===== src/hdl/dual_issue_pkg.sv =====
package dual_issue_pkg;

  //////////////////////////////////////////////////
  // widths and field positions
  //////////////////////////////////////////////////

  localparam int inst_width = 32;  // one instruction word.
  localparam int addr_width = 32;  // pc width.
  localparam int id_width   = 8;   // instruction id from fetch.
  localparam int reg_log2   = 5;   // 32 architectural registers.

  localparam int opcode_msb = 31;
  localparam int opcode_lsb = 26;
  localparam int rs_msb     = 25;
  localparam int rs_lsb     = 21;
  localparam int rt_msb     = 20;
  localparam int rt_lsb     = 16;
  localparam int rd_msb     = 15;
  localparam int rd_lsb     = 11;

  //////////////////////////////////////////////////
  // opcodes, class set by the top two bits
  //////////////////////////////////////////////////

  localparam logic [5:0] op_nop   = 6'b000000;
  localparam logic [5:0] op_cmp   = 6'b000110;  // reg-reg compare, feeds branch pipe.
  localparam logic [5:0] op_test  = 6'b000111;
  localparam logic [5:0] op_jr    = 6'b001000;  // sits in the 00 group.
  localparam logic [5:0] op_cmpi  = 6'b010110;  // immediate compare.
  localparam logic [5:0] op_testi = 6'b010111;
  localparam logic [5:0] op_la    = 6'b100001;
  localparam logic [5:0] op_lw    = 6'b100011;
  localparam logic [5:0] op_sa    = 6'b101001;
  localparam logic [5:0] op_sw    = 6'b101011;

  localparam logic [inst_width-1:0] nop_instruction = '0;

  //////////////////////////////////////////////////
  // masks and enums
  //////////////////////////////////////////////////

  typedef struct packed {
    logic rd;
    logic rt;
    logic rs;
  } reg_mask_t;

  typedef struct packed {
    logic id_ex;
    logic if_id;
    logic pc;
  } pipe_mask_t;

  localparam reg_mask_t reg_none  = '0;
  localparam reg_mask_t reg_rs    = '{rs: 1'b1, default: 1'b0};
  localparam reg_mask_t reg_rt    = '{rt: 1'b1, default: 1'b0};
  localparam reg_mask_t reg_rd    = '{rd: 1'b1, default: 1'b0};
  localparam reg_mask_t reg_rs_rt = '{rs: 1'b1, rt: 1'b1, default: 1'b0};

  localparam pipe_mask_t mask_pc       = '{pc: 1'b1, default: 1'b0};
  localparam pipe_mask_t mask_hold     = '{pc: 1'b1, if_id: 1'b1, default: 1'b0};
  localparam pipe_mask_t mask_flush_if = '{if_id: 1'b1, default: 1'b0};
  localparam pipe_mask_t mask_flush_ex = '{id_ex: 1'b1, default: 1'b0};

  typedef enum logic [1:0] {pipe_dont_care, pipe_branch, pipe_memory} pipe_class_t;
  typedef enum logic [1:0] {mem_none, mem_read, mem_write} mem_op_t;

  //////////////////////////////////////////////////
  // payload structs
  //////////////////////////////////////////////////

  typedef struct packed {
    logic [inst_width-1:0] instruction;
    logic [addr_width-1:0] pc;
    logic [id_width-1:0]   id;
  } slot_t;

  typedef struct packed {
    slot_t slot0;  // older instruction.
    slot_t slot1;
  } pair_t;

  typedef struct packed {
    reg_mask_t           src;
    reg_mask_t           dst;
    logic [reg_log2-1:0] rs;
    logic [reg_log2-1:0] rt;
    logic [reg_log2-1:0] rd;
    pipe_class_t         pipe;
    mem_op_t             mem_op;
  } decode_t;

  typedef struct packed {
    logic  valid;
    slot_t slot;
  } lane_t;

  localparam slot_t nop_slot = '{instruction: nop_instruction, pc: '0, id: '0};

endpackage

===== src/hdl/dual_issue_stage.sv =====
`timescale 1ns/1ps

module dual_issue_stage import dual_issue_pkg::*; (
  input  logic  clk,
  input  logic  rst_n,
  input  logic  fetch_req,
  input  pair_t fetch_pair,
  output logic  fetch_ack,
  output lane_t ex0,
  output lane_t ex1
);

  pair_t               if_pair;
  decode_t             dec0;
  decode_t             dec1;
  slot_t               lane_slot0;
  slot_t               lane_slot1;
  decode_t             lane_dec0;
  decode_t             lane_dec1;
  logic                first;
  logic                steer_stall;
  pipe_mask_t          stall0;
  pipe_mask_t          stall1;
  pipe_mask_t          flush0;
  pipe_mask_t          flush1;
  logic [1:0]          slot_stall;
  logic [1:0]          slot_clear;
  logic                pc_stall;
  logic [reg_log2-1:0] load_rt;
  mem_op_t             mem_op;

  assign pc_stall = stall0.pc | stall1.pc;            // either lane blocks fetch.

  //////////////////////////////////////////////////
  // if/id and decode
  //////////////////////////////////////////////////

  pair_buffer i_pair_buffer (
    .clk, .rst_n, .fetch_req, .fetch_pair, .fetch_ack,
    .slot_stall, .slot_clear, .pc_stall, .if_pair
  );

  operand_decoder i_decoder0 (.instruction(if_pair.slot0.instruction), .dec(dec0));
  operand_decoder i_decoder1 (.instruction(if_pair.slot1.instruction), .dec(dec1));

  //////////////////////////////////////////////////
  // steering, hazards and id/ex
  //////////////////////////////////////////////////

  steering_unit i_steering_unit (
    .pair(if_pair), .dec0, .dec1, .stall0, .stall1, .flush0, .flush1,
    .lane_slot0, .lane_slot1, .lane_dec0, .lane_dec1,
    .first, .steer_stall, .slot_stall, .slot_clear
  );

  hazard_detection_unit i_hazard_detection_unit (
    .dec0(lane_dec0), .dec1(lane_dec1), .first, .steer_stall,
    .load_rt, .mem_op, .stall0, .stall1, .flush0, .flush1
  );

  issue_register i_issue_register (
    .clk, .rst_n, .lane_slot0, .lane_slot1, .flush0, .flush1,
    .lane_dec1, .ex0, .ex1, .load_rt, .mem_op
  );

endmodule


===== src/hdl/issue_register.sv =====
`timescale 1ns/1ps

module issue_register import dual_issue_pkg::*; (
  input  logic                clk,
  input  logic                rst_n,
  input  slot_t               lane_slot0,
  input  slot_t               lane_slot1,
  input  pipe_mask_t          flush0,
  input  pipe_mask_t          flush1,
  input  decode_t             lane_dec1,
  output lane_t               ex0,
  output lane_t               ex1,
  output logic [reg_log2-1:0] load_rt,
  output mem_op_t             mem_op
);

  logic issue0;
  logic issue1;

  // bubble on id_ex flush or nop slot.
  assign issue0 = !flush0.id_ex && (lane_slot0.instruction != nop_instruction);
  assign issue1 = !flush1.id_ex && (lane_slot1.instruction != nop_instruction);

  always_ff @(posedge clk) begin
    ex0.slot <= lane_slot0;                          // payload follows every cycle.
    ex1.slot <= lane_slot1;
    load_rt  <= lane_dec1.rt;                        // load target for hazard check.
    if (!rst_n) begin
      ex0.valid <= 1'b0;
      ex1.valid <= 1'b0;
      mem_op    <= mem_none;
    end else begin
      ex0.valid <= issue0;
      ex1.valid <= issue1;
      mem_op    <= issue1 ? lane_dec1.mem_op : mem_none;  // bubble is no access.
    end
  end

endmodule


===== src/hdl/pair_buffer.sv =====
`timescale 1ns/1ps

module pair_buffer import dual_issue_pkg::*; (
  input  logic       clk,
  input  logic       rst_n,
  input  logic       fetch_req,
  input  pair_t      fetch_pair,
  output logic       fetch_ack,
  input  logic [1:0] slot_stall,
  input  logic [1:0] slot_clear,
  input  logic       pc_stall,
  output pair_t      if_pair
);

  pair_t      pair_q;      // if/id payload.
  logic [1:0] valid_q;     // per slot occupancy.
  logic [1:0] drain;       // slot leaves this cycle.
  logic       room;
  logic       accept;

  //////////////////////////////////////////////////
  // four-phase accept
  //////////////////////////////////////////////////

  assign drain  = slot_clear & ~slot_stall;          // held slots never drain.
  assign room   = &(~valid_q | drain);               // both slots free next edge.
  assign accept = fetch_req && !fetch_ack && !pc_stall && room;

  always_ff @(posedge clk) begin
    if (accept)
      pair_q <= fetch_pair;                          // capture on accept only.
  end

  always_ff @(posedge clk) begin
    if (!rst_n) begin
      valid_q   <= 2'b00;                            // empty after reset.
      fetch_ack <= 1'b0;
    end else begin
      if (accept)
        valid_q <= 2'b11;
      else
        valid_q <= valid_q & ~drain;                 // issued slots become nops.
      if (accept)
        fetch_ack <= 1'b1;                           // ack one cycle after capture.
      else if (!fetch_req)
        fetch_ack <= 1'b0;                           // drop once req is gone.
    end
  end

  //////////////////////////////////////////////////
  // empty slots read as nop
  //////////////////////////////////////////////////

  always_comb begin
    if_pair = pair_q;
    if (!valid_q[0])
      if_pair.slot0 = nop_slot;
    if (!valid_q[1])
      if_pair.slot1 = nop_slot;
  end

endmodule


===== src/hdl/hazard_detection_unit.sv =====
`timescale 1ns/1ps

module hazard_detection_unit import dual_issue_pkg::*; (
  input  decode_t             dec0,
  input  decode_t             dec1,
  input  logic                first,
  input  logic                steer_stall,
  input  logic [reg_log2-1:0] load_rt,
  input  mem_op_t             mem_op,
  output pipe_mask_t          stall0,
  output pipe_mask_t          stall1,
  output pipe_mask_t          flush0,
  output pipe_mask_t          flush1
);

  decode_t             older;
  decode_t             younger;
  logic [reg_log2-1:0] older_wr;      // register the older lane writes.
  logic                load_stall;
  logic                split_stall;

  // true when d actually reads register r.
  function automatic logic reads_reg(input decode_t d, input logic [reg_log2-1:0] r);
    return (d.src.rs && d.rs == r) || (d.src.rt && d.rt == r);
  endfunction

  //////////////////////////////////////////////////
  // hazard checks
  //////////////////////////////////////////////////

  assign older    = first ? dec1 : dec0;           // lane 1 older when first.
  assign younger  = first ? dec0 : dec1;
  assign older_wr = older.dst.rd ? older.rd : older.rt;

  // load in id/ex lane 1 against both lanes.
  assign load_stall = (mem_op == mem_read) &&
                      (reads_reg(dec0, load_rt) || reads_reg(dec1, load_rt));

  // raw inside one pair.
  assign split_stall = (older.dst != reg_none) && reads_reg(younger, older_wr);

  //////////////////////////////////////////////////
  // mask generation
  //////////////////////////////////////////////////

  always_comb begin
    stall0 = '0;                                   // no stall, both issue.
    stall1 = '0;
    flush0 = '0;
    flush1 = '0;
    if (load_stall) begin
      stall0 = mask_hold;                          // hold pair, bubble both.
      flush0 = mask_flush_ex;
      stall1 = mask_hold;
      flush1 = mask_flush_ex;
    end else if (split_stall || steer_stall) begin
      if (first) begin
        stall1 = mask_pc;                          // older lane 1 issues.
        flush1 = mask_flush_if;
        stall0 = mask_hold;                        // younger waits.
        flush0 = mask_flush_ex;
      end else begin
        stall0 = mask_pc;                          // older lane 0 issues.
        flush0 = mask_flush_if;
        stall1 = mask_hold;
        flush1 = mask_flush_ex;
      end
    end
  end

endmodule


===== src/hdl/steering_unit.sv =====
`timescale 1ns/1ps

module steering_unit import dual_issue_pkg::*; (
  input  pair_t      pair,
  input  decode_t    dec0,
  input  decode_t    dec1,
  input  pipe_mask_t stall0,
  input  pipe_mask_t stall1,
  input  pipe_mask_t flush0,
  input  pipe_mask_t flush1,
  output slot_t      lane_slot0,
  output slot_t      lane_slot1,
  output decode_t    lane_dec0,
  output decode_t    lane_dec1,
  output logic       first,
  output logic       steer_stall,
  output logic [1:0] slot_stall,
  output logic [1:0] slot_clear
);

  logic [1:0] lane_hold;   // per lane, if_id stalled.
  logic [1:0] lane_drop;   // per lane, slot leaves if_id.

  //////////////////////////////////////////////////
  // lane order, lane 0 branch/alu and lane 1 memory
  //////////////////////////////////////////////////

  always_comb begin
    lane_slot0  = pair.slot0;                        // straight order.
    lane_slot1  = pair.slot1;
    lane_dec0   = dec0;
    lane_dec1   = dec1;
    first       = 1'b0;
    steer_stall = 1'b0;
    case ({dec0.pipe, dec1.pipe})
      {pipe_branch, pipe_branch}: begin
        lane_slot1  = nop_slot;                      // slot 1 waits a cycle.
        lane_dec1   = '0;
        steer_stall = 1'b1;
      end
      {pipe_memory, pipe_memory}: begin
        lane_slot0  = nop_slot;                      // only one memory port.
        lane_dec0   = '0;
        lane_slot1  = pair.slot0;
        lane_dec1   = dec0;
        first       = 1'b1;
        steer_stall = 1'b1;
      end
      {pipe_memory, pipe_branch},
      {pipe_memory, pipe_dont_care},
      {pipe_dont_care, pipe_branch}: begin
        lane_slot0  = pair.slot1;                    // swap lanes.
        lane_slot1  = pair.slot0;
        lane_dec0   = dec1;
        lane_dec1   = dec0;
        first       = 1'b1;
      end
      default: ;
    endcase
  end

  //////////////////////////////////////////////////
  // lane masks back onto raw slots
  //////////////////////////////////////////////////

  assign lane_hold = {stall1.if_id, stall0.if_id};
  assign lane_drop = {flush1.if_id | ~stall1.if_id, flush0.if_id | ~stall0.if_id};

  always_comb begin
    if (first) begin
      slot_stall = {lane_hold[0], lane_hold[1]};     // slot 0 rides lane 1.
      slot_clear = {lane_drop[0], lane_drop[1]};
    end else begin
      slot_stall = lane_hold;
      slot_clear = lane_drop;
    end
  end

endmodule


===== src/hdl/operand_decoder.sv =====
`timescale 1ns/1ps

module operand_decoder import dual_issue_pkg::*; (
  input  logic [inst_width-1:0] instruction,
  output decode_t               dec
);

  logic [5:0] opcode;

  assign opcode = instruction[opcode_msb:opcode_lsb];

  always_comb begin
    dec        = '0;                                 // nop by default.
    dec.rs     = instruction[rs_msb:rs_lsb];
    dec.rt     = instruction[rt_msb:rt_lsb];
    dec.rd     = instruction[rd_msb:rd_lsb];
    casez (opcode)
      op_nop: begin
        dec.src = reg_none;                          // no fields at all.
        dec.dst = reg_none;
      end
      op_jr: begin
        dec.src  = reg_rs;                           // jump target in rs.
        dec.pipe = pipe_branch;                      // a jump, so branch pipe.
      end
      6'b00????: begin
        dec.src = reg_rs_rt;                         // add, sub and friends.
        dec.dst = reg_rd;
        if (opcode == op_cmp || opcode == op_test)
          dec.pipe = pipe_branch;                    // flags go to branch pipe.
      end
      6'b01????: begin
        dec.src = reg_rs;                            // immediate forms.
        dec.dst = reg_rt;
        if (opcode == op_cmpi || opcode == op_testi)
          dec.pipe = pipe_branch;
      end
      6'b10????: begin
        dec.pipe = pipe_memory;                      // whole group is memory.
        if (opcode == op_lw) begin
          dec.src    = reg_rs;                       // base in rs.
          dec.dst    = reg_rt;
          dec.mem_op = mem_read;
        end else if (opcode == op_sw) begin
          dec.src    = reg_rs_rt;                    // base and store data.
          dec.mem_op = mem_write;
        end else if (opcode == op_la) begin
          dec.dst    = reg_rt;                       // absolute load.
        end else if (opcode == op_sa) begin
          dec.src    = reg_rt;                       // absolute store.
        end
      end
      default: begin
        dec.pipe = pipe_branch;                      // jmp, je, jo ...
      end
    endcase
  end

endmodule


===== config.mk =====
export PLATFORM = sky130hd
export DESIGN_NAME = dual_issue_stage
export DESIGN_NICKNAME = d
export VERILOG_FILES = /design/src/hdl/dual_issue_pkg.sv /design/src/hdl/dual_issue_stage.sv /design/src/hdl/issue_register.sv /design/src/hdl/pair_buffer.sv /design/src/hdl/hazard_detection_unit.sv /design/src/hdl/steering_unit.sv /design/src/hdl/operand_decoder.sv
export SDC_FILE = /design/constraint.sdc
export NUM_CORES = 1
export LEC_CHECK = 0
export BUFFER_PORTS_ARGS = -buffer_cell sky130_fd_sc_hd__clkbuf_2
export CAP_MARGIN = 20
export CORE_MARGIN = 3
export CORE_UTILIZATION = 45
export DETAILED_ROUTE_END_ITERATION = 10
export PLACE_DENSITY_LB_ADDON = 0.05
export SKIP_CTS_REPAIR_TIMING = 1
export SLEW_MARGIN = 5
export SYNTH_ARGS = -nofsm -noshare
export SYNTH_HDL_FRONTEND = slang
export SYNTH_SLANG_ARGS = --single-unit

===== constraint.sdc =====
create_clock -name clk -period 8.43 [get_ports clk]
set_input_delay 0.4215 -clock clk [delete_from_list [all_inputs] [get_ports clk]]
set_output_delay 0.4215 -clock clk [all_outputs]
set_load 0.01 [all_outputs]

==> results.rst, run 1 <==
.. list-table::
   :header-rows: 1

   * - Metric
     - Value
   * - Yosys Warn Count
     - 0
   * - Average routed wire per standard cell
     - 21.9 um
   * - Worst-case clock buffer depth
     - 3
   * - Total internal power
     - 2.44 mW
   * - Worst Reg2Reg Path Length in Cells
     - 11
   * - Gate count of the mapped netlist
     - 985
   * - Pin count of the biggest net entering global routing
     - 102
   * - CTS tree
     - built
   * - Netlist area before placement
     - 11300 sq um
   * - Req. time, crit path
     - 8.64 ns
   * - TritonCTS Buffers
     - 30
   * - Portion of the clock cycle consumed by the worst path in the final layout
     - 61.8%
   * - Sum of negative setup slack
     - 0 ns
   * - FMAX
     - 192 MHz
   * - Path type of the worst min-delay path
     - in2reg
   * - Total overflow reported by the global router
     - 0
   * - Number of violations reported at the end of detailed-routing iteration 0
     - 933
   * - Max Cap Viol
     - 0
   * - Number of placed I/O pins
     - 294
   * - Synth Register Bits
     - 295
   * - Final Hold Fails
     - 0
   * - WP data arrival
     - 5.42 ns
   * - Global-route total usage across every layer
     - 24.8%
   * - Static Leakage
     - 5.56 nW
   * - Transition time of the tightest slew-check pin
     - 1.06 ns
   * - Post-synth EDFFs
     - 144
   * - Clk pwr share
     - 40.3%
   * - Area grow syn2layout
     - 23.5%
   * - Floorplan die area
     - 27100 sq um
   * - Gpl congestion
     - 0.962
   * - Peak supply drop
     - 0.167 mV
   * - Vias
     - 9096
   * - Clock Sinks
     - 295
   * - Rows
     - 57
   * - Combinational cell fraction of total power
     - 8.2%
   * - Outcome
     - completed
   * - IO Port Bufs
     - 293
   * - NumNets Final
     - 1386
   * - Kind of critical path
     - reg2reg
   * - Reg power frac
     - 51.6%
   * - Fraction of final layout cells sized beyond drive strength 1
     - 29.6%
   * - Starting Density
     - 46.2%
   * - Global-route wire length before repair
     - 51.0 mm
   * - Clock transition at the registers of the reported paths
     - 0.06 ns
   * - CTS H-tree lvls
     - 1
   * - Top library cells by usage in the layout, fill and taps aside
     - sky130_fd_sc_hd__clkbuf_2 (293), sky130_fd_sc_hd__dfxtp_1 (149), sky130_fd_sc_hd__edfxtp_1 (144), sky130_fd_sc_hd__o21ai_0 (110), sky130_fd_sc_hd__nand2_1 (94)
   * - Cell at the root of the clock tree
     - sky130_fd_sc_hd__clkbuf_16
   * - Switching share of power
     - 23.6%
   * - Worst slew margin relative to its limit
     - 29.1%
   * - Core Area
     - 24500 sq um
   * - Time the worst path needs with I/O delays and setup
     - 5.21 ns
   * - Number of distinct library cells after synthesis
     - 78
   * - Source-to-sink clock delay at the later pin of the worst-skew pair
     - 0.56 ns
   * - Endpoint class of the critical path
     - flop
   * - Synthesized net count
     - 1132
   * - First-pass iteration count of the detailed router
     - 6
   * - Primary FF master, synth
     - sky130_fd_sc_hd__dfxtp_1
   * - Worst Setup Slack, final
     - 3.22 ns
   * - CP Max Fanout
     - 101
   * - DRC errors left
     - 0
   * - Pre-CTS setup slack
     - 3.09 ns
   * - Final setup violation count
     - 0
   * - Startpoint type of the worst setup path
     - flop
   * - Switching component of the power
     - 756 uW
   * - Power density over cell area
     - 228 nW/um^2
   * - Via-to-Cell Ratio
     - 5.73
   * - FFs w/ async S/R, synth
     - 0%
   * - FILL cells
     - 2131
   * - Die H
     - 165 um
   * - Die Span X
     - 165 um
   * - Max-slew violation total from the final report
     - 0
   * - Most frequent standard cell in the layout excluding fill and tap cells
     - sky130_fd_sc_hd__clkbuf_2
   * - Antenna Violating Nets Remaining
     - 0
   * - Antenna violations before repair
     - 2
   * - Clock Skews
     - 0.0122 ns
   * - Mean cell area of the mapped netlist
     - 11.5 sq um
   * - Post-Route WL
     - 34.8 mm
   * - Worst hold path stage count
     - 1
   * - Detailed placement HPWL
     - 24.3 mm
   * - Setup repair after global routing missed its margin
     - no
   * - Vias in the first global route
     - 8445
   * - Sequential cell area fraction in the yosys report
     - 64.8%
==> critical path: stages, from the launching register on <==
cell and delay, ns:
sky130_fd_sc_hd__edfxtp_1 0.64, sky130_fd_sc_hd__nand3b_2 0.28, sky130_fd_sc_hd__o311a_1 0.43, sky130_fd_sc_hd__nand2_4 0.61, sky130_fd_sc_hd__a21oi_1 0.63, sky130_fd_sc_hd__a22o_1 0.27
sky130_fd_sc_hd__xor2_1 0.26, sky130_fd_sc_hd__a2111oi_4 0.11, sky130_fd_sc_hd__nor3b_1 0.37, sky130_fd_sc_hd__and2_4 0.48, sky130_fd_sc_hd__buf_16 0.31, sky130_fd_sc_hd__buf_12 0.37
==> final timing paths <==
check | from | end | slack [ns]
worst max-delay path | i_pair_buffer.pair_q[142] | i_pair_buffer.pair_q[118] | 3.22
worst min-delay path | fetch_pair[38] | i_pair_buffer.pair_q[38] | 0.04
worst max register to register | i_pair_buffer.pair_q[142] | i_pair_buffer.pair_q[118] | 3.22
worst min register to register | i_pair_buffer.pair_q[52] | i_issue_register.ex1[52] | 0.52
==> synth_stat cells, types with 7 or more instances <==
library cell | count | area (sq um)
sky130_fd_sc_hd__a21oi_1 | 16 | 80.1
sky130_fd_sc_hd__a22o_1 | 21 | 184
sky130_fd_sc_hd__buf_1 | 18 | 67.6
sky130_fd_sc_hd__buf_2 | 8 | 40.0
sky130_fd_sc_hd__clkbuf_1 | 51 | 191
sky130_fd_sc_hd__dfxtp_1 | 151 | 3020
sky130_fd_sc_hd__edfxtp_1 | 144 | 4320
sky130_fd_sc_hd__inv_1 | 12 | 45.0
sky130_fd_sc_hd__nand2_1 | 96 | 360
sky130_fd_sc_hd__nand2b_1 | 9 | 56.3
sky130_fd_sc_hd__nand3_1 | 51 | 255
sky130_fd_sc_hd__nand4_1 | 89 | 557
sky130_fd_sc_hd__nor2_1 | 27 | 101
sky130_fd_sc_hd__nor3_1 | 17 | 85.1
sky130_fd_sc_hd__nor4_1 | 9 | 56.3
sky130_fd_sc_hd__o2111ai_1 | 7 | 61.3
sky130_fd_sc_hd__o21ai_0 | 110 | 551
sky130_fd_sc_hd__o22ai_1 | 8 | 50.1
sky130_fd_sc_hd__or3_1 | 11 | 68.8
sky130_fd_sc_hd__xnor2_1 | 8 | 70.1
==> layer usage <==
layer  GRT usage (%)  wire length (um)
met5               0                27
met1            35.7             15300
met2            37.2             15300
met4            7.17               962
met3            6.37              3280
==> sequential cells by signal, summed over array words and instances (netlist names) <==
| signal | count |
|---|---|
| i_issue_register.ex0 | 73 |
| i_issue_register.ex1 | 73 |
| i_issue_register.mem_op | 2 |
| i_pair_buffer.fetch_ack | 1 |
| i_pair_buffer.pair_q | 144 |
| i_pair_buffer.valid_q | 2 |
==> cells by family after synthesis <==
group	count (synthesis)	synth area share, %
compound gates	230	13.9
xor+xnor	13	1.00
flops	295	64.8
simple gates	352	16.8
buf+inv	94	3.41
mux	1	0.0883
==> final cells by class <==
cell class              instances  area (sq um)  area share, %
clock buffers                  49           933           6.67
multi-input cells             596          3620           25.9
inverters                      12          45.0          0.322
flip-flops and latches        295          7350           52.5
clock inverters                 7          55.1          0.393
well taps                     324           405           2.90
repair buffers                304          1580           11.3
diodes                          1          2.50         0.0179
==> power by group through the flow <==
stage,sequential (mW),combinational [mW],clock (mW)
after floorplan,1.67,0.134,0
after global placement,1.68,0.259,0
after detailed placement,1.68,0.258,0
after CTS,1.65,0.259,1.31
after global routing,1.66,0.285,1.37
final,1.65,0.261,1.29
==> stage by stage <==
step	hold slack (ns)	cells	total power, mW	utilization, %	area [sq um]
2_1_floorplan	0.478	985	1.80	-	11300
3_3_place_gp	0.496	1530	1.94	52.9	13000
3_5_place_dp	0.507	1530	1.94	52.9	13000
4_1_cts	0.0159	1586	3.22	56.9	14000
5_1_grt	0.0194	1587	3.31	57.1	14000
6_report	0.0382	1588	3.20	57.1	14000
Power figures use the tool's default switching activity.
==> run 2, diff against run 1 <==
clock period = 5.2 ns   (was 8.43 ns; I/O delays follow)
==> results.rst, run 2 (synthesis results as in run 1) <==
.. list-table::
   :header-rows: 1

   * - Metric
     - Value
   * - CTS tree
     - built
   * - Vias
     - 9746 (+7.1%)
   * - Static Leakage
     - 6.21 nW (+12%)
   * - Clock Skews
     - 0.00952 ns (-0.00267 ns)
   * - Final Hold Fails
     - 0 (unchanged)
   * - Sum of negative setup slack
     - 0 ns (unchanged)
   * - Post-layout util
     - 63.2% (+6.1 points)
   * - Rows
     - 57 (unchanged)
   * - TritonCTS Buffers
     - 30 (unchanged)
   * - Worst-case clock buffer depth
     - 3 (unchanged)
   * - Startpoint type of the worst setup path
     - flop
   * - Gpl congestion
     - 1.01 (+5.3%)
   * - Source-to-sink clock delay at the later pin of the worst-skew pair
     - 0.55 ns (about the same)
   * - Floorplan die area
     - 27100 sq um (unchanged)
   * - Cell at the root of the clock tree
     - sky130_fd_sc_hd__clkbuf_16
   * - Path type of the worst min-delay path
     - in2reg
   * - Setup repair after global routing missed its margin
     - no
   * - WP data arrival
     - 4.58 ns (-0.84 ns)
   * - Post-placement cell area
     - 13000 sq um (+0.50%)
   * - Time the worst path needs with I/O delays and setup
     - 4.36 ns (-0.850 ns)
   * - Global-route wire length before repair
     - 52.4 mm (+2.7%)
   * - Clock Sinks
     - 295 (unchanged)
   * - Most frequent standard cell in the layout excluding fill and tap cells
     - sky130_fd_sc_hd__clkbuf_2
   * - Total overflow reported by the global router
     - 0 (unchanged)
   * - Portion of the clock cycle consumed by the worst path in the final layout
     - 83.8% (+22 points)
   * - Hold Path Origin
     - rst_n
   * - Final std cell area, no fill
     - 15500 sq um (+11%)
   * - Transition time of the tightest slew-check pin
     - 0.898 ns (-0.166 ns)
   * - Endpoint class of the critical path
     - flop
   * - Starting Density
     - 46.2% (unchanged)
   * - Peak supply drop
     - 0.290 mV (+74%)
   * - Worst Setup Slack, final
     - 0.842 ns (-2.38 ns)
   * - Via-to-Cell Ratio
     - 5.60 (-2.2%)
   * - Global-route total usage across every layer
     - 25.6% (+0.75 points)
   * - Number of placed I/O pins
     - 294 (unchanged)
   * - Crit-path slowest cell
     - sky130_fd_sc_hd__dfxtp_4
   * - Fraction of final layout cells sized beyond drive strength 1
     - 27.0% (-2.6 points)
   * - Req. time, crit path
     - 5.42 ns (-3.22 ns)
   * - Final setup violation count
     - 0 (unchanged)
   * - Area grow syn2layout
     - 36.8%
   * - IO Port Bufs
     - 293 (unchanged)
   * - Registers with the highest flip-flop counts
     - i_pair_buffer.pair_q: 144 flops, i_issue_register.ex0: 73 flops, i_issue_register.ex1: 73 flops
   * - Maximum cell stage delay along the critical path
     - 0.78 ns (+0.14 ns)
   * - Antenna Violating Nets Remaining
     - 0 (unchanged)
   * - Category of cells accounting for the largest share of critical-path delay
     - compound AO/OA/AOI/OAI gates
   * - FMAX
     - 229 MHz (+20%)
   * - Reg-to-reg critical path startpoint
     - i_pair_buffer.valid_q[1]
   * - Buf+Inv Stages, Crit Path
     - 1 (-1)
   * - Cell chain of the critical path
     - nand2_1, o311a_1, a211oi_2, o2bb2ai_1, xor2_1, nor3_1, a41o_1, nor3b_1, and2_4, buf_12
   * - Worst slew margin relative to its limit
     - 40.1% (+11 points)
   * - Diode count
     - 0 (-1)
   * - Top reg by flops
     - i_pair_buffer.pair_q
   * - Antenna violations before repair
     - 1 (-1)
   * - Detailed placement HPWL
     - 24.9 mm (+2.7%)
   * - Launch point of the worst path
     - i_pair_buffer.valid_q[1]
   * - Vias in the first global route
     - 8737 (+3.5%)
   * - Max-slew violation total from the final report
     - 0 (unchanged)
   * - Kind of critical path
     - reg2reg
   * - Final hold slack
     - 0.0439 ns (+0.00576 ns)
   * - NumNets Final
     - 1538 (+11%)
   * - Top library cells by usage in the layout, fill and taps aside
     - sky130_fd_sc_hd__clkbuf_2 (293), sky130_fd_sc_hd__dfxtp_1 (149), sky130_fd_sc_hd__dlygate4sd3_1 (146), sky130_fd_sc_hd__edfxtp_1 (144), sky130_fd_sc_hd__o21ai_0 (110)
   * - FILL cells
     - 1977 (-7.2%)
   * - CP Max Fanout
     - 55 (-46%)
   * - Largest register FFs
     - 144 (unchanged)
   * - Die H
     - 165 um (unchanged)
   * - Die Span X
     - 165 um (unchanged)
   * - Core Area
     - 24500 sq um (unchanged)
   * - Max Cap Viol
     - 0 (unchanged)
   * - Pre-CTS setup slack
     - 0.865 ns (-2.23 ns)
   * - Outcome
     - completed
   * - Pin count of the biggest net entering global routing
     - 90 (-12%)
   * - CTS H-tree lvls
     - 1 (unchanged)
   * - Average routed wire per standard cell
     - 21.5 um (-1.9%)
   * - First-pass iteration count of the detailed router
     - 5 (-1)
   * - Area used by multi-input combinational logic
     - 3620 sq um (unchanged)
   * - Post-Route WL
     - 37.4 mm (+7.4%)
   * - Number of violations reported at the end of detailed-routing iteration 0
     - 1002 (+7.4%)
   * - Area used by sequential logic in the layout
     - 7350 sq um (unchanged)
   * - DRC errors left
     - 0 (unchanged)
   * - Clock transition at the registers of the reported paths
     - 0.06 ns (about the same)
   * - Power density over cell area
     - 344 nW/um^2 (+50%)
[run 2: power breakdown]
group / switching, mW / internal (mW) / total (mW) / leakage [nW]
sequential: 0.102 / 2.58 / 2.68 / 2.61
clock: 0.871 / 1.27 / 2.14 / 0.498
combinational: 0.287 / 0.228 / 0.515 / 3.09
total: 1.26 / 4.07 / 5.33 / 6.21
[run 2: metrics by stage]
step	std cells	total power, mW
4_1_cts	1593	5.28
3_3_place_gp	1537	3.15
3_5_place_dp	1537	3.15
6_report	1739	5.33
2_1_floorplan	985	2.92
5_1_grt	1739	5.52
[run 2: metal layers]
layer	share of wire (%)	track usage, %	up-vias
met2	46	38.8	487
li1	-	-	4562
met1	41	36.0	4631
met5	0	0	-
met3	9.5	6.62	66
met4	2.8	8.08	0
[run 2: worst min-delay path: stages]
cell                       delay, ns
sky130_fd_sc_hd__clkbuf_2       0.12
sky130_fd_sc_hd__o211ai_1       0.08
sky130_fd_sc_hd__o21ai_1        0.09
[run 2: final cells by class]
| type | count | share of cell area [%] |
|---|---|---|
| clock buffers | 44 | 5.64 |
| clock inverters | 12 | 0.807 |
| inverters | 12 | 0.290 |
| multi-input cells | 596 | 23.4 |
| flip-flops and latches | 295 | 47.4 |
| well taps | 324 | 2.61 |
| repair buffers | 456 | 19.9 |
[run 2: final timing paths]
| check | to | slack [ns] | cells after the start |
|---|---|---|---|
| min reg2reg | i_issue_register.ex1[48] | 0.52 | 1 |
| max reg2reg | i_pair_buffer.pair_q[113] | 0.84 | 10 |
| min | i_pair_buffer.valid_q[0] | 0.04 | 3 |
| max | i_pair_buffer.pair_q[113] | 0.84 | 10 |
==> run 3, diff against run 2 <==
clock period = 4.2 ns   (was 5.2 ns; I/O delays follow)
==> results.rst, run 3 (synthesis results as in run 1) <==
.. list-table::
   :header-rows: 1

   * - Metric
     - Value
   * - Outcome
     - completed
   * - Req. time, crit path
     - 4.43 ns (-0.99 ns)
   * - CTS H-tree lvls
     - 1 (unchanged)
   * - Largest register FFs
     - 144 (unchanged)
   * - Final Hold Fails
     - 0 (unchanged)
   * - Path type of the worst min-delay path
     - in2reg
   * - Top library cells by usage in the layout, fill and taps aside
     - sky130_fd_sc_hd__clkbuf_2 (293), sky130_fd_sc_hd__dfxtp_1 (149), sky130_fd_sc_hd__dlygate4sd3_1 (146), sky130_fd_sc_hd__edfxtp_1 (144), sky130_fd_sc_hd__o21ai_0 (110)
   * - Startpoint type of the worst setup path
     - flop
   * - Launch point of the worst path
     - i_pair_buffer.pair_q[139]
   * - Portion of the clock cycle consumed by the worst path in the final layout
     - 94.5% (+11 points)
   * - Reg-to-reg critical path startpoint
     - i_pair_buffer.pair_q[139]
   * - Die H
     - 165 um (unchanged)
   * - Sum of negative setup slack
     - 0 ns (unchanged)
   * - Transition time of the tightest slew-check pin
     - 0.716 ns (-0.182 ns)
   * - Hold Path Origin
     - fetch_pair[118]
   * - FMAX
     - 252 MHz (+9.8%)
   * - Peak supply drop
     - 0.410 mV (+41%)
   * - Global-route wire length before repair
     - 53.6 mm (+2.3%)
   * - FILL cells
     - 1997 (+1.0%)
   * - Clock transition at the registers of the reported paths
     - 0.06 ns (about the same)
   * - Area grow syn2layout
     - 38.1%
   * - Total overflow reported by the global router
     - 0 (unchanged)
   * - Final setup violation count
     - 0 (unchanged)
   * - Gpl congestion
     - 0.991 (-2.1%)
   * - Cell at the root of the clock tree
     - sky130_fd_sc_hd__clkbuf_16
   * - Pin count of the biggest net entering global routing
     - 73 (-19%)
   * - Max-slew violation total from the final report
     - 0 (unchanged)
   * - DRC errors left
     - 0 (unchanged)
   * - Antenna Violating Nets Remaining
     - 0 (unchanged)
   * - Diode count
     - 0 (unchanged)
   * - Number of violations reported at the end of detailed-routing iteration 0
     - 854 (-15%)
   * - Overall power of the completed layout
     - 6.44 mW (+21%)
   * - Pre-CTS setup slack
     - 0.336 ns (-0.528 ns)
   * - IO Port Bufs
     - 293 (unchanged)
   * - CP Max Fanout
     - 50 (-9.1%)
   * - NumNets Final
     - 1567 (+1.9%)
   * - First-pass iteration count of the detailed router
     - 5 (unchanged)
   * - Core Area
     - 24500 sq um (unchanged)
   * - Clock Skews
     - 0.0252 ns (+0.0157 ns)
   * - Detailed placement HPWL
     - 25.4 mm (+1.8%)
   * - Antenna violations before repair
     - 0 (-1)
   * - Global-route total usage across every layer
     - 25.9% (+0.30 points)
   * - Fraction of final layout cells sized beyond drive strength 1
     - 27.9% (+0.86 points)
   * - Floorplan die area
     - 27100 sq um (unchanged)
   * - Rows
     - 57 (unchanged)
   * - Top reg by flops
     - i_pair_buffer.pair_q
   * - Clock Sinks
     - 295 (unchanged)
   * - Power density over cell area
     - 411 nW/um^2 (+20%)
   * - Post-Route WL
     - 37.7 mm (+0.88%)
   * - Worst slew margin relative to its limit
     - 52.2% (+12 points)
   * - Vias
     - 9973 (+2.3%)
   * - Average routed wire per standard cell
     - 21.3 um (-0.72%)
   * - Endpoint class of the critical path
     - flop
   * - Kind of critical path
     - reg2reg
   * - Source-to-sink clock delay at the later pin of the worst-skew pair
     - 0.58 ns (+0.03 ns)
   * - Worst Setup Slack, final
     - 0.231 ns (-0.611 ns)
   * - Post-layout instance count excluding filler cells
     - 1767 (+1.6%)
   * - Static Leakage
     - 6.28 nW (+1.3%)
   * - Max Cap Viol
     - 0 (unchanged)
   * - Worst-case clock buffer depth
     - 3 (unchanged)
   * - Vias in the first global route
     - 8912 (+2.0%)
   * - Most frequent standard cell in the layout excluding fill and tap cells
     - sky130_fd_sc_hd__clkbuf_2
   * - WP data arrival
     - 4.20 ns (-0.38 ns)
   * - TritonCTS Buffers
     - 29 (-3.3%)
   * - Via-to-Cell Ratio
     - 5.64 (+0.71%)
   * - Die Span X
     - 165 um (unchanged)
   * - Registers with the highest flip-flop counts
     - i_pair_buffer.pair_q: 144 flops, i_issue_register.ex0: 73 flops, i_issue_register.ex1: 73 flops
   * - Time the worst path needs with I/O delays and setup
     - 3.97 ns (-0.389 ns)
   * - Starting Density
     - 46.2% (unchanged)
   * - Dpl cells
     - 1567 (+2.0%)
   * - CTS tree
     - built
   * - Setup repair after global routing missed its margin
     - no
   * - Number of placed I/O pins
     - 294 (unchanged)
## run 3: final timing paths
path	slack, ns	end	depth (start not counted)
worst min register to register	0.52	i_issue_register.ex1[43]	1
worst min-delay path	0.34	i_pair_buffer.pair_q[118]	2
worst max-delay path	0.23	i_pair_buffer.pair_q[28]	11
worst max register to register	0.23	i_pair_buffer.pair_q[28]	11
## run 3: worst max-delay path, cell delays in order, from the launching register on
cell and delay (ns):
sky130_fd_sc_hd__edfxtp_1 0.54, sky130_fd_sc_hd__or3_1 0.29, sky130_fd_sc_hd__o211a_4 0.25, sky130_fd_sc_hd__buf_4 0.51, sky130_fd_sc_hd__o2111ai_1 0.26, sky130_fd_sc_hd__and3b_1 0.24
sky130_fd_sc_hd__o2111ai_1 0.21, sky130_fd_sc_hd__o31ai_1 0.12, sky130_fd_sc_hd__a41o_1 0.27, sky130_fd_sc_hd__nor3b_1 0.30, sky130_fd_sc_hd__and2_4 0.29, sky130_fd_sc_hd__buf_12 0.28
## run 3: final cells by class
type | count | area [sq um] | area share, %
flip-flops and latches | 295 | 7350 | 47.0
multi-input cells | 596 | 3620 | 23.2
repair buffers | 486 | 3330 | 21.3
clock buffers | 41 | 781 | 4.99
well taps | 324 | 405 | 2.59
clock inverters | 13 | 110 | 0.704
inverters | 12 | 45.0 | 0.288
## run 3: routing by layer
metal | part of all wire, % | global-route usage (%) | up-vias
li1 | - | - | 4608
met1 | 43 | 37.4 | 4809
met2 | 46 | 39.4 | 501
met3 | 9.4 | 6.45 | 55
met4 | 1.7 | 6.02 | 0
met5 | 0 | 0 | -
## run 3: power by group
group	switching [mW]	internal [mW]
combinational	0.384	0.303
sequential	0.107	3.19
clock	1.09	1.36
## run 3: metrics by stage
step                      util [%]  hold slack, ns  area (sq um)
after floorplan                  -           0.309         11300
after global placement        54.2           0.387         13300
after detailed placement      54.2           0.389         13300
after CTS                     57.8          -0.201         14200
after global routing          63.8           0.339         15700
final                         63.8           0.345         15700
